--- src/rtl/core_pkg.sv ---
// ==============================
// core side of the data memory port
// word accesses only, no byte or halfword ops
// ==============================
`default_nettype none

package core_pkg;

  // core data width and byte strobes per word
  localparam int XLEN   = 32;
  localparam int STRB_W = XLEN / 8;

  // memory stage operation
  // encoding 2'b11 is unused and treated like MEM_NONE by the router
  typedef enum logic [1:0] {
    MEM_NONE = 2'b00,
    MEM_LW   = 2'b01,
    MEM_SW   = 2'b10
  } mem_op_t;

endpackage

`default_nettype wire

--- src/rtl/axil_pkg.sv ---
// ==============================
// AXI-lite bus widths and memory map
// one peripheral window, rest goes to scratchpad
// ==============================
`default_nettype none

package axil_pkg;

  // bus widths
  localparam int AXIL_ADDR_W = 32;
  localparam int AXIL_DATA_W = 32;

  // peripheral window, decoded on the top nibble only
  localparam logic [AXIL_ADDR_W-1:0] AXIL_BASE = 32'h4000_0000;
  localparam logic [AXIL_ADDR_W-1:0] AXIL_MASK = 32'hF000_0000;

  // scratchpad size in words, aliased over the whole non-peripheral space
  localparam int SPAD_WORDS = 256;
  localparam int SPAD_AW    = $clog2(SPAD_WORDS);

endpackage

`default_nettype wire

--- src/rtl/axil_request.sv ---
// ==============================
// EN and fields must be held until done
// a request still held after done restarts
// ==============================
`default_nettype none

module axil_request
  import core_pkg::*, axil_pkg::*;
#(
  parameter bit ENABLE_WRITE = 1'b1
) (
  input  logic                     CLK,
  input  logic                     RST,
  input  logic                     EN,
  input  mem_op_t                  MEM_OP,
  input  logic [XLEN-1:0]          MEM_WDATA,
  input  logic [STRB_W-1:0]        MEM_WSTRB,
  input  logic [AXIL_ADDR_W-1:0]   AXIL_ADDR,
  // from the master
  input  logic                     AXIL_DONE_READ,
  input  logic                     AXIL_DONE_WRITE,
  input  logic [AXIL_DATA_W-1:0]   AXIL_TRANSACTION_RDATA,
  // toward the master
  output logic                     AXIL_START_READ,
  output logic                     AXIL_START_WRITE,
  output logic [AXIL_ADDR_W-1:0]   AXIL_TRANSACTION_WRADDR,
  output logic [AXIL_DATA_W-1:0]   AXIL_TRANSACTION_WRDATA,
  output logic [AXIL_DATA_W/8-1:0] AXIL_TRANSACTION_WSTRB,
  output logic [AXIL_ADDR_W-1:0]   AXIL_TRANSACTION_RADDR
);

  logic axil_rreq;
  logic axil_rreq_pending;
  logic axil_wreq;
  logic axil_wreq_pending;

  // read side, always present
  always_comb begin
    axil_rreq              = EN && (MEM_OP == MEM_LW);
    AXIL_START_READ        = axil_rreq && !axil_rreq_pending;
    AXIL_TRANSACTION_RADDR = EN ? AXIL_ADDR : '0;
  end

  generate
    if (ENABLE_WRITE) begin : g_write
      always_comb begin
        axil_wreq               = EN && (MEM_OP == MEM_SW);
        AXIL_START_WRITE        = axil_wreq && !axil_wreq_pending;
        AXIL_TRANSACTION_WRADDR = EN ? AXIL_ADDR : '0;
        AXIL_TRANSACTION_WRDATA = EN ? MEM_WDATA : '0;
        AXIL_TRANSACTION_WSTRB  = EN ? MEM_WSTRB : '0;
      end
    end else begin : g_no_write
      // read-only port, stores to the window are never started
      assign axil_wreq               = 1'b0;
      assign AXIL_START_WRITE        = 1'b0;
      assign AXIL_TRANSACTION_WRADDR = '0;
      assign AXIL_TRANSACTION_WRDATA = '0;
      assign AXIL_TRANSACTION_WSTRB  = '0;
    end
  endgenerate

  // pending flags hold off repeated starts while the core waits
  always_ff @(posedge CLK) begin
    if (RST) begin
      axil_rreq_pending <= 1'b0;
      axil_wreq_pending <= 1'b0;
    end else begin
      if (AXIL_DONE_READ) begin
        axil_rreq_pending <= 1'b0;
      end else if (AXIL_START_READ) begin
        axil_rreq_pending <= 1'b1;
      end
      if (AXIL_DONE_WRITE) begin
        axil_wreq_pending <= 1'b0;
      end else if (AXIL_START_WRITE) begin
        axil_wreq_pending <= 1'b1;
      end
    end
  end

  // a done pulse must answer a start issued here, and read data must be clean
  a_done_read_pending: assert property (@(posedge CLK) disable iff (RST)
    AXIL_DONE_READ |-> axil_rreq_pending && !$isunknown(AXIL_TRANSACTION_RDATA));

  a_done_write_pending: assert property (@(posedge CLK) disable iff (RST)
    AXIL_DONE_WRITE |-> axil_wreq_pending);

endmodule

`default_nettype wire

--- config.mk ---
export PLATFORM = sky130hd
export DESIGN_NAME = axil_request
export DESIGN_NICKNAME = d
export VERILOG_FILES = /design/src/rtl/core_pkg.sv /design/src/rtl/axil_pkg.sv /design/src/rtl/axil_request.sv
export SDC_FILE = /design/constraint.sdc
export NUM_CORES = 1
export LEC_CHECK = 0
export ABC_AREA = 1
export BUFFER_PORTS_ARGS = -buffer_cell sky130_fd_sc_hd__buf_2
export CAP_MARGIN = 5
export CORE_AREA = 2 2 80 82
export DETAILED_ROUTE_END_ITERATION = 7
export DIE_AREA = 0 0 82 84
export SYNTH_ARGS = -nofsm -noshare
export SYNTH_HDL_FRONTEND = slang
export SYNTH_SLANG_ARGS = --single-unit
--- constraint.sdc ---
create_clock -name CLK -period 0.8 [get_ports CLK]
set_input_delay 0.12 -clock CLK [delete_from_list [all_inputs] [get_ports CLK]]
set_output_delay 0.12 -clock CLK [all_outputs]
set_load 0.1 [all_outputs]
==> results by group <==
Status
  – Status: finished, violations left
  – Failing checks: setup timing

Timing
  – Clk_skew: 0 ps
  – Slew Limit Headroom: 90.9%
  – Fin crit period: 954 ps
  – Hold Fails Final Rpt: 0
  – Tcrit/Tclk final: 119%
  – Slew @ Worst Pin: 137 ps
  – Final worst slack: -154 ps
  – Max-slew violation count: 0
  – RSZ-0062 raised after global routing: yes
  – Setup violators final: 102
  – Max Fclk: 1050 MHz

Worst setup path
  – Crit Path Max Fanout: 5
  – Critical path capture point type: primary output
  – Crit path launch: EN
  – RR Startpoint: axil_rreq_pending
  – Worst EP arrival: 830 ps
  – CP startpoint kind: primary input
  – WS Path Type: in -> out
  – CP Data Required Time: 680 ps

Drt
  – Final ANT Viol Nets: 0
  – Drt via density: 3.83
  – Final wirelength: 5.54 mm
  – DRT Pass-1 Iters: 2
  – Remaining DRCs: 0
  – Vias: 1,608
  – DR iter-0 viols: 4
  – WL per Instance: 13.2 um

Global routing
  – Vias in the first global route: 1,746
  – GRT overflow: 0
  – Global-route wire length before repair: 8.18 mm
  – Largest net degree at the start of global routing: 16
  – Antenna violations before repair: 0
  – GR Util All Layers: 15.4%

Floorplanning
  – # IOs: 209
  – Core Box Area: 0.00610 mm2
  – Die area: 0.00689 mm2
  – # rows: 29
  – Die Y: 84 um
  – DIE WIDTH: 82 um
  – Effective utilization at floorplan: 15.0%

Final layout
  – P&R area growth vs syn: 356%
  – Ant diodes: 0
  – Filler instances: 436
  – # nets final: 452
  – Share of layout cells above drive strength 1: 98.5%
  – Design area: 0.00416 mm2

Flow run
  – Max-Cap Viols: 0

Clock network
  – Hold Buf Count CTS: 0
  – Clk sinks: 2
  – Clk slew on worst S/H paths: 30 ps
  – H-tree Lvls: 1
  – CTS max path bufs: 2
  – Buffer count from post-CTS setup fixing: 0
  – Clock Latency Late Sink: 210 ps
  – Root Driver: clkbuf_8
  – TritonCTS clock tree: done
  – Total CTS buffers: 3

Placement
  – DP Wirelength: 4.28 mm
  – Placer Congestion: 0.677
  – Port Buffers: 176
  – Post-DP Area: 0.00361 mm2

Pwr
  – Maximum vdd drop: 0.860 mV
  – Seq pwr share: 2.2%
  – Leakage: 1.79 nW
  – Total power: 4.77 mW
  – P per Cell Area: 1150 mW/mm2
  – Clock power share: 8.6%
  – Net Sw Power: 2.86 mW
  – Comb pwr share: 89.2%
  – Switching share of power: 60.0%
  – Pint: 1.91 mW

Yosys
  – Syn_nets: 297
  – Sequential area share after synthesis: 4.39%
  – Synth Cell Area: 912 um2
  – Mapped Cells: 190
  – Yosys cell types: 10
  – Yosys reg bits: 2
  – Syn avg cell area: 4.80 um2
  – Yosys warns: 0

Min path
  – Worst hold start: AXIL_DONE_READ
  – Worst Hold Class: in -> reg
-- per-stage QoR --
stage | hold slack, ps | utilization (%) | std cells | setup TNS [ps] | setup WS, ps
6_report | 142 | 68.2 | 420 | -9980 | -154
5_1_grt | 151 | 68.2 | 420 | -12260 | -172
4_1_cts | 139 | 67.0 | 420 | -10610 | -158
3_5_place_dp | 369 | 59.3 | 411 | -17660 | -236
3_3_place_gp | 370 | 59.3 | 411 | -16360 | -218
2_1_floorplan | 281 | - | 190 | -34830 | -590
-- placed cells by master, fill, tap and decap left out --
cell type,instances
a21oi_2,2
buf_12,106
buf_16,7
buf_2,73
buf_4,4
clkbuf_8,3
clkinvlp_4,68
dfxtp_2,2
inv_1,4
nand2_1,1
nand2_2,21
nand2_4,46
nand3_4,2
nor2_4,2
or2_2,2
-- flip-flops by register name (all words and copies together), names as in the netlist --
register,cells
axil_rreq_pending,1
axil_wreq_pending,1
-- layer usage --
layer,wire length [um],GRT usage [%]
met5,0,0
met3,569,4.87
met1,1570,14.1
met4,97,4.09
met2,3300,31.0
-- area by class of cell --
| cell class | count | area, um2 | share of cell area, % |
|---|---|---|---|
| Clock buffer | 3 | 41.3 | 0.993 |
| Inverter | 72 | 526 | 12.6 |
| Multi-Input combinational cell | 76 | 741 | 17.8 |
| Sequential cell | 2 | 42.5 | 1.02 |
| Tap cell | 77 | 96.3 | 2.32 |
| Timing Repair Buffer | 190 | 2710 | 65.2 |
-- cells by family after synthesis --
family	after synthesis	share of synthesized area, %
simple gates	74	32.4
compound gates	2	1.92
flops	2	4.39
buf+inv	112	61.3
-- what timing repair did --
action,in CTS,in global routing
resized for setup,74,16
endpoints found under the setup margin,102,102
cloned,6,0
pin swaps,2,1
-- power by group through the flow --
stage | registers [mW] | clock network, mW | logic, mW
global route | 0.106 | 0.434 | 4.36
global placement | 0.106 | 0 | 3.93
CTS | 0.106 | 0.420 | 4.23
floorplan | 0.106 | 0 | 2.63
finish | 0.106 | 0.409 | 4.25
detailed placement | 0.106 | 0 | 3.96
-- synth_stat cells --
library cell  number  area (um2)
buf_4             33         248
dfxtp_1            2        40.0
inv_1             72         270
nor2_1             2        7.51
buf_6              1        11.3
buf_2              6        30.0
nand3_2            2        20.0
or2_2              2        12.5
nand2_1           68         255
a21oi_2            2        17.5
-- worst max-delay path, stage by stage --
cell	delay, ps
buf_16	130
buf_12	140
buf_12	130
nand2_4	60
clkinvlp_4	90
buf_12	170
-- final timing paths --
kind,end,slack (ps),cells after the start
setup reg to reg,axil_rreq_pending,200,2
hold reg to reg,axil_wreq_pending,480,2
hold / removal,axil_rreq_pending,140,3
setup / recovery,AXIL_TRANSACTION_WRDATA[15],-150,6
(Power assumes the default switching activity.)
