--- config.mk ---
export PLATFORM = sky130hd
export DESIGN_NAME = axil_master
export DESIGN_NICKNAME = d
export VERILOG_FILES = /design/src/rtl/axil_pkg.sv /design/src/rtl/axil_master.sv
export SDC_FILE = /design/constraint.sdc
export NUM_CORES = 1
export LEC_CHECK = 0
export BUFFER_PORTS_ARGS = -buffer_cell sky130_fd_sc_hd__buf_2
export CORE_MARGIN = 5
export CORE_UTILIZATION = 38
export CTS_BUF_LIST = sky130_fd_sc_hd__clkbuf_4
export DETAILED_ROUTE_END_ITERATION = 12
export PLACE_DENSITY = 0.87
export SYNTH_ARGS = -nofsm -noshare
export SYNTH_HDL_FRONTEND = slang
export SYNTH_SLANG_ARGS = --single-unit
--- constraint.sdc ---
create_clock -name CLK -period 5.4 [get_ports CLK]
set_input_delay 1.35 -clock CLK [delete_from_list [all_inputs] [get_ports CLK]]
set_output_delay 1.35 -clock CLK [all_outputs]
set_load 0.03 [all_outputs]
--- src/rtl/axil_pkg.sv ---
// ==============================
// AXI-lite bus widths and memory map
// one peripheral window, rest goes to scratchpad
// ==============================
`default_nettype none

package axil_pkg;

  // bus widths
  localparam int AXIL_ADDR_W = 32;
  localparam int AXIL_DATA_W = 32;

  // peripheral window, decoded on the top nibble only
  localparam logic [AXIL_ADDR_W-1:0] AXIL_BASE = 32'h4000_0000;
  localparam logic [AXIL_ADDR_W-1:0] AXIL_MASK = 32'hF000_0000;

  // scratchpad size in words, aliased over the whole non-peripheral space
  localparam int SPAD_WORDS = 256;
  localparam int SPAD_AW    = $clog2(SPAD_WORDS);

endpackage

`default_nettype wire

--- src/rtl/axil_master.sv ---
// ==============================
// one transaction at a time, reads win a tie
// RRESP and BRESP are not acted on
// ==============================
`default_nettype none

module axil_master
  import axil_pkg::*;
(
  input  logic                     CLK,
  input  logic                     RST,
  // transaction side
  input  logic                     AXIL_START_READ,
  input  logic                     AXIL_START_WRITE,
  input  logic [AXIL_ADDR_W-1:0]   AXIL_TRANSACTION_RADDR,
  input  logic [AXIL_ADDR_W-1:0]   AXIL_TRANSACTION_WRADDR,
  input  logic [AXIL_DATA_W-1:0]   AXIL_TRANSACTION_WRDATA,
  input  logic [AXIL_DATA_W/8-1:0] AXIL_TRANSACTION_WSTRB,
  output logic                     AXIL_DONE_READ,
  output logic                     AXIL_DONE_WRITE,
  output logic [AXIL_DATA_W-1:0]   AXIL_TRANSACTION_RDATA,
  // AXI-lite
  output logic                     awvalid,
  output logic [AXIL_ADDR_W-1:0]   awaddr,
  input  logic                     awready,
  output logic                     wvalid,
  output logic [AXIL_DATA_W-1:0]   wdata,
  output logic [AXIL_DATA_W/8-1:0] wstrb,
  input  logic                     wready,
  input  logic                     bvalid,
  input  logic [1:0]               bresp,
  output logic                     bready,
  output logic                     arvalid,
  output logic [AXIL_ADDR_W-1:0]   araddr,
  input  logic                     arready,
  input  logic                     rvalid,
  input  logic [AXIL_DATA_W-1:0]   rdata,
  input  logic [1:0]               rresp,
  output logic                     rready
);

  typedef enum logic [2:0] {
    ST_IDLE,
    ST_RD_ADDR,
    ST_RD_RESP,
    ST_RD_DONE,
    ST_WR_ADDR,
    ST_WR_RESP,
    ST_WR_DONE
  } state_t;

  state_t                   state;
  logic [AXIL_ADDR_W-1:0]   addr_q;
  logic [AXIL_DATA_W-1:0]   wdata_q;
  logic [AXIL_DATA_W/8-1:0] wstrb_q;
  logic [AXIL_DATA_W-1:0]   rdata_q;
  logic                     wr_addr_done;

  // AW and W finish independently; move on once both have handshaked
  assign wr_addr_done = (!awvalid || awready) && (!wvalid || wready);

  always_ff @(posedge CLK) begin
    if (RST) begin
      state   <= ST_IDLE;
      awvalid <= 1'b0;
      wvalid  <= 1'b0;
    end else begin
      case (state)
        ST_IDLE: begin
          if (AXIL_START_READ) begin
            state <= ST_RD_ADDR;
          end else if (AXIL_START_WRITE) begin
            state   <= ST_WR_ADDR;
            awvalid <= 1'b1;
            wvalid  <= 1'b1;
          end
        end
        ST_RD_ADDR: if (arready) state <= ST_RD_RESP;
        ST_RD_RESP: if (rvalid) state <= ST_RD_DONE;
        ST_WR_ADDR: begin
          if (awready) awvalid <= 1'b0;
          if (wready) wvalid <= 1'b0;
          if (wr_addr_done) state <= ST_WR_RESP;
        end
        ST_WR_RESP: if (bvalid) state <= ST_WR_DONE;
        default: state <= ST_IDLE;
      endcase
    end
  end

  // payload is captured once so it stays stable under back-pressure
  always_ff @(posedge CLK) begin
    if (state == ST_IDLE) begin
      if (AXIL_START_READ) begin
        addr_q <= AXIL_TRANSACTION_RADDR;
      end else if (AXIL_START_WRITE) begin
        addr_q  <= AXIL_TRANSACTION_WRADDR;
        wdata_q <= AXIL_TRANSACTION_WRDATA;
        wstrb_q <= AXIL_TRANSACTION_WSTRB;
      end
    end
    if (state == ST_RD_RESP && rvalid) begin
      rdata_q <= rdata;
    end
  end

  assign arvalid = (state == ST_RD_ADDR);
  assign araddr  = addr_q;
  assign awaddr  = addr_q;
  assign wdata   = wdata_q;
  assign wstrb   = wstrb_q;
  assign rready  = (state == ST_RD_RESP);
  assign bready  = (state == ST_WR_RESP);

  // done trails the response handshake by one cycle
  assign AXIL_DONE_READ         = (state == ST_RD_DONE);
  assign AXIL_DONE_WRITE        = (state == ST_WR_DONE);
  assign AXIL_TRANSACTION_RDATA = rdata_q;

  // the request generator only starts after the previous done
  a_start_idle: assert property (@(posedge CLK) disable iff (RST)
    (AXIL_START_READ || AXIL_START_WRITE) |-> state == ST_IDLE);

  a_arvalid_hold: assert property (@(posedge CLK) disable iff (RST)
    (arvalid && !arready) |=> arvalid && $stable(araddr));

  // response codes are ignored, but the slave must still drive them
  a_rresp_known: assert property (@(posedge CLK) disable iff (RST)
    (rvalid && rready) |-> !$isunknown(rresp));

  a_bresp_known: assert property (@(posedge CLK) disable iff (RST)
    (bvalid && bready) |-> !$isunknown(bresp));

endmodule

`default_nettype wire

==> reports/metrics.cfg <==
[floorplan]
fp.dieH_microns = 113.3
ios = 284
initial_core_util_pct = 39.13
core_sq_um = 10370
die_w_microns = 113.3
rows = 37
die_area_sq_um = 12840

[route]
drcViolationCount = 0
first_iter_violations = 149
wl_per_cell_microns = 17.11
routed_wl_mm = 10.52
antenna_left = 0
vias = 2795
first_pass_iters = 4
routed_via_density = 4.545

[hold_path]
whs_path_depth = 2
hp-class = reg2reg
hp-start = awvalid$_SDFFE_PP0P_
holdPathEnd = awvalid$_SDFFE_PP0P_

[flow_run]
maxCapViolCount = 0

[setup_path]
r2r-end = AXIL_TRANSACTION_RDATA[3]$_DFFE_PP_
cp.required_ns = 4.05
worstPathCellList = inv_4 > nor3b_1 > buf_2
start_kind = flip-flop
path_max_fanout = 13
critPathArrivalTime_ns = 1.71
ff2ff_path_depth = 1
r2r_start = state[1]$_SDFFE_PP0P_
endpoint_kind = output pin
slowest_stage = dfxtp_1
critPathMaxStageDelay_ns = 0.74
worst-setup-path-type = reg2out
rrSetupSlack_ns = 3.49

[synthesis]
synth_area_leader_cell = edfxtp_1
yosysWarnings = 0
synthDominantCellAreaShare_pct = 74.01
synth.most_common_cell = edfxtp_1
ys.flop_type = edfxtp_1
synth_area_sq_um = 4058
ys_types = 29
postSynthAreaPerCell_sq_um = 18.36
synth_seq_area_share_pct = 76.47
synth.area.top_cells = edfxtp_1 (74%), mux2_2 (8.9%), buf_4 (6.1%)
synth_nets = 366
synth_commonest_cells = edfxtp_1 (100), buf_4 (33), mux2_2 (32)
synth-seq-cells = 105
syn_inst = 221
synth-edff-count = 100
async_flop_share_pct = 0

[sta]
max_slew_margin_pct = 48.15
tightest_slew_ns = 0.7777
fin_tns_setup_ns = 0
maxSlewViolCount = 0
fmax_mhz = 327.0
finalSetupViolCount = 0
hold_violations = 0
finalCritPeriodShare_pct = 56.64
grt_setup_unrepaired = false
fin_skew_ns = 0.01174
fin_crit_ns = 3.058

[cts]
cts_buffer_depth = 2
cts_max_level = 3
cts_buffers = 9
cts-resized-gates = 0
clock_sink_count = 105
cts.clk_slew.worst_paths_ns = 0.16
postCtsSetupRepairBufs = 0
clk-insertion-delay-late_ns = 0.44
cts_hold_buf = 0
cts-root-buf = clkbuf_4
cts_tree = built

[grt]
antenna_found_initial = 0
grt_overflow = 0
grt_max_degree = 37
grt_pass1_wl_mm = 15.28
grt_use_total_pct = 15.65
grt_pass1_vias = 2969

[finish]
syn2layout_area_growth_pct = 35.18
layout.nets = 619
fill_cells = 908
drive_gt1_share_pct = 71.82
fin_cells = 615
diodes = 0

[power_and_ir_drop]
p_leak_nw = 2.415
powerDensity_nw_per_um2 = 401.9
ir_worst_vdd_v = 0.0002342

[place]
place_congestion = 0.8283
post-place-cells = 599
portBuffers = 279
hpwl_mm = 8.495

[run_status]
status = complete, no violations

-- kinds of logic (layout without fill, tap and decap cells) --
kind of cell           Yosys count  in the layout  synth area share (%)
AOI/OAI and AO/OA               11             11                 2.312
buffers and inverters           42            300                 7.647
DFF                            105            105                 76.47
muxes                           33             33                 9.127
and+or+nand+nor                 30             30                 4.440
-- how the worst max path moves through the flow --
stage,start,endpoint,slack (ns),depth (start not counted)
final,state[1]$_SDFFE_PP0P_,AXIL_DONE_WRITE,2.34,3
after global routing,state[1]$_SDFFE_PP0P_,AXIL_DONE_WRITE,2.24,3
after CTS,state[1]$_SDFFE_PP0P_,AXIL_DONE_WRITE,2.30,3
after detailed placement,AXIL_START_READ,araddr[20]$_DFFE_PP_,2.35,4
after global placement,AXIL_START_READ,araddr[20]$_DFFE_PP_,2.39,4
after floorplan,AXIL_START_READ,araddr[0]$_DFFE_PP_,0.11,4
-- sequential cells by signal (all words and copies together) (netlist names) --
register                flops
AXIL_TRANSACTION_RDATA     32
araddr                     32
awvalid                     1
state                       3
wdata                      32
wstrb                       4
wvalid                      1
-- per-stage QoR --
| step | area, sq um | utilization (%) | hold slack, ns | setup slack (ns) | total power, mW |
|---|---|---|---|---|---|
| floorplan | 4064 | - | 0.5863 | 0.1081 | 1.703 |
| global placement | 5364 | 51.73 | 0.4711 | 2.390 | 1.859 |
| detailed placement | 5364 | 51.73 | 0.4865 | 2.349 | 1.876 |
| CTS | 5485 | 52.90 | 0.5070 | 2.296 | 2.233 |
| global route | 5485 | 52.90 | 0.5506 | 2.243 | 2.308 |
| finish | 5485 | 52.90 | 0.5096 | 2.342 | 2.205 |
-- critical path: cells and delay by family, from the launching register on --
family        cells  cell delay [ns]
buf+inv           2             0.33
flops             1             0.74
simple gates      1             0.20
-- cells in the final DEF, fill, tap and decap left out, types with 2 or more instances in the layout --
cell type | synthesis | routed
buf_2 | 3 | 279
edfxtp_1 | 100 | 100
mux2_2 | 32 | 32
clkbuf_4 | 0 | 9
nor2_1 | 8 | 8
nand2_1 | 7 | 7
dfxtp_1 | 5 | 5
o21ai_2 | 3 | 3
a21oi_1 | 3 | 3
inv_1 | 2 | 2
and3_2 | 2 | 2
nor3_1 | 2 | 2
o21bai_1 | 2 | 2
clkinv_2 | 0 | 2
clkinvlp_4 | 0 | 2
buf_4 | 33 | 2
-- power breakdown --
group | switching, mW | internal [mW]
Clock | 0.256 | 0.0989
Sequential | 0.0744 | 1.05
Combinational | 0.529 | 0.200
-- layer usage --
metal	up-vias	GRT usage, %	share of wire, %
met2	162	28.24	53
li1	1300	-	-
met1	1324	17.23	35
met3	9	5.668	11
met5	-	0	0
met4	0	4.647	1.1
-- layout make-up --
type	count	area (sq um)	area share, %
tap	136	170.2	3.102
multi-input combinational	74	665.6	12.14
timing repair buffer	281	1411	25.73
clock inverter	7	53.80	0.9808
clock buffer	9	67.56	1.232
sequential	105	3103	56.57
inverter	3	13.76	0.2509
(Power assumes the default switching activity.)
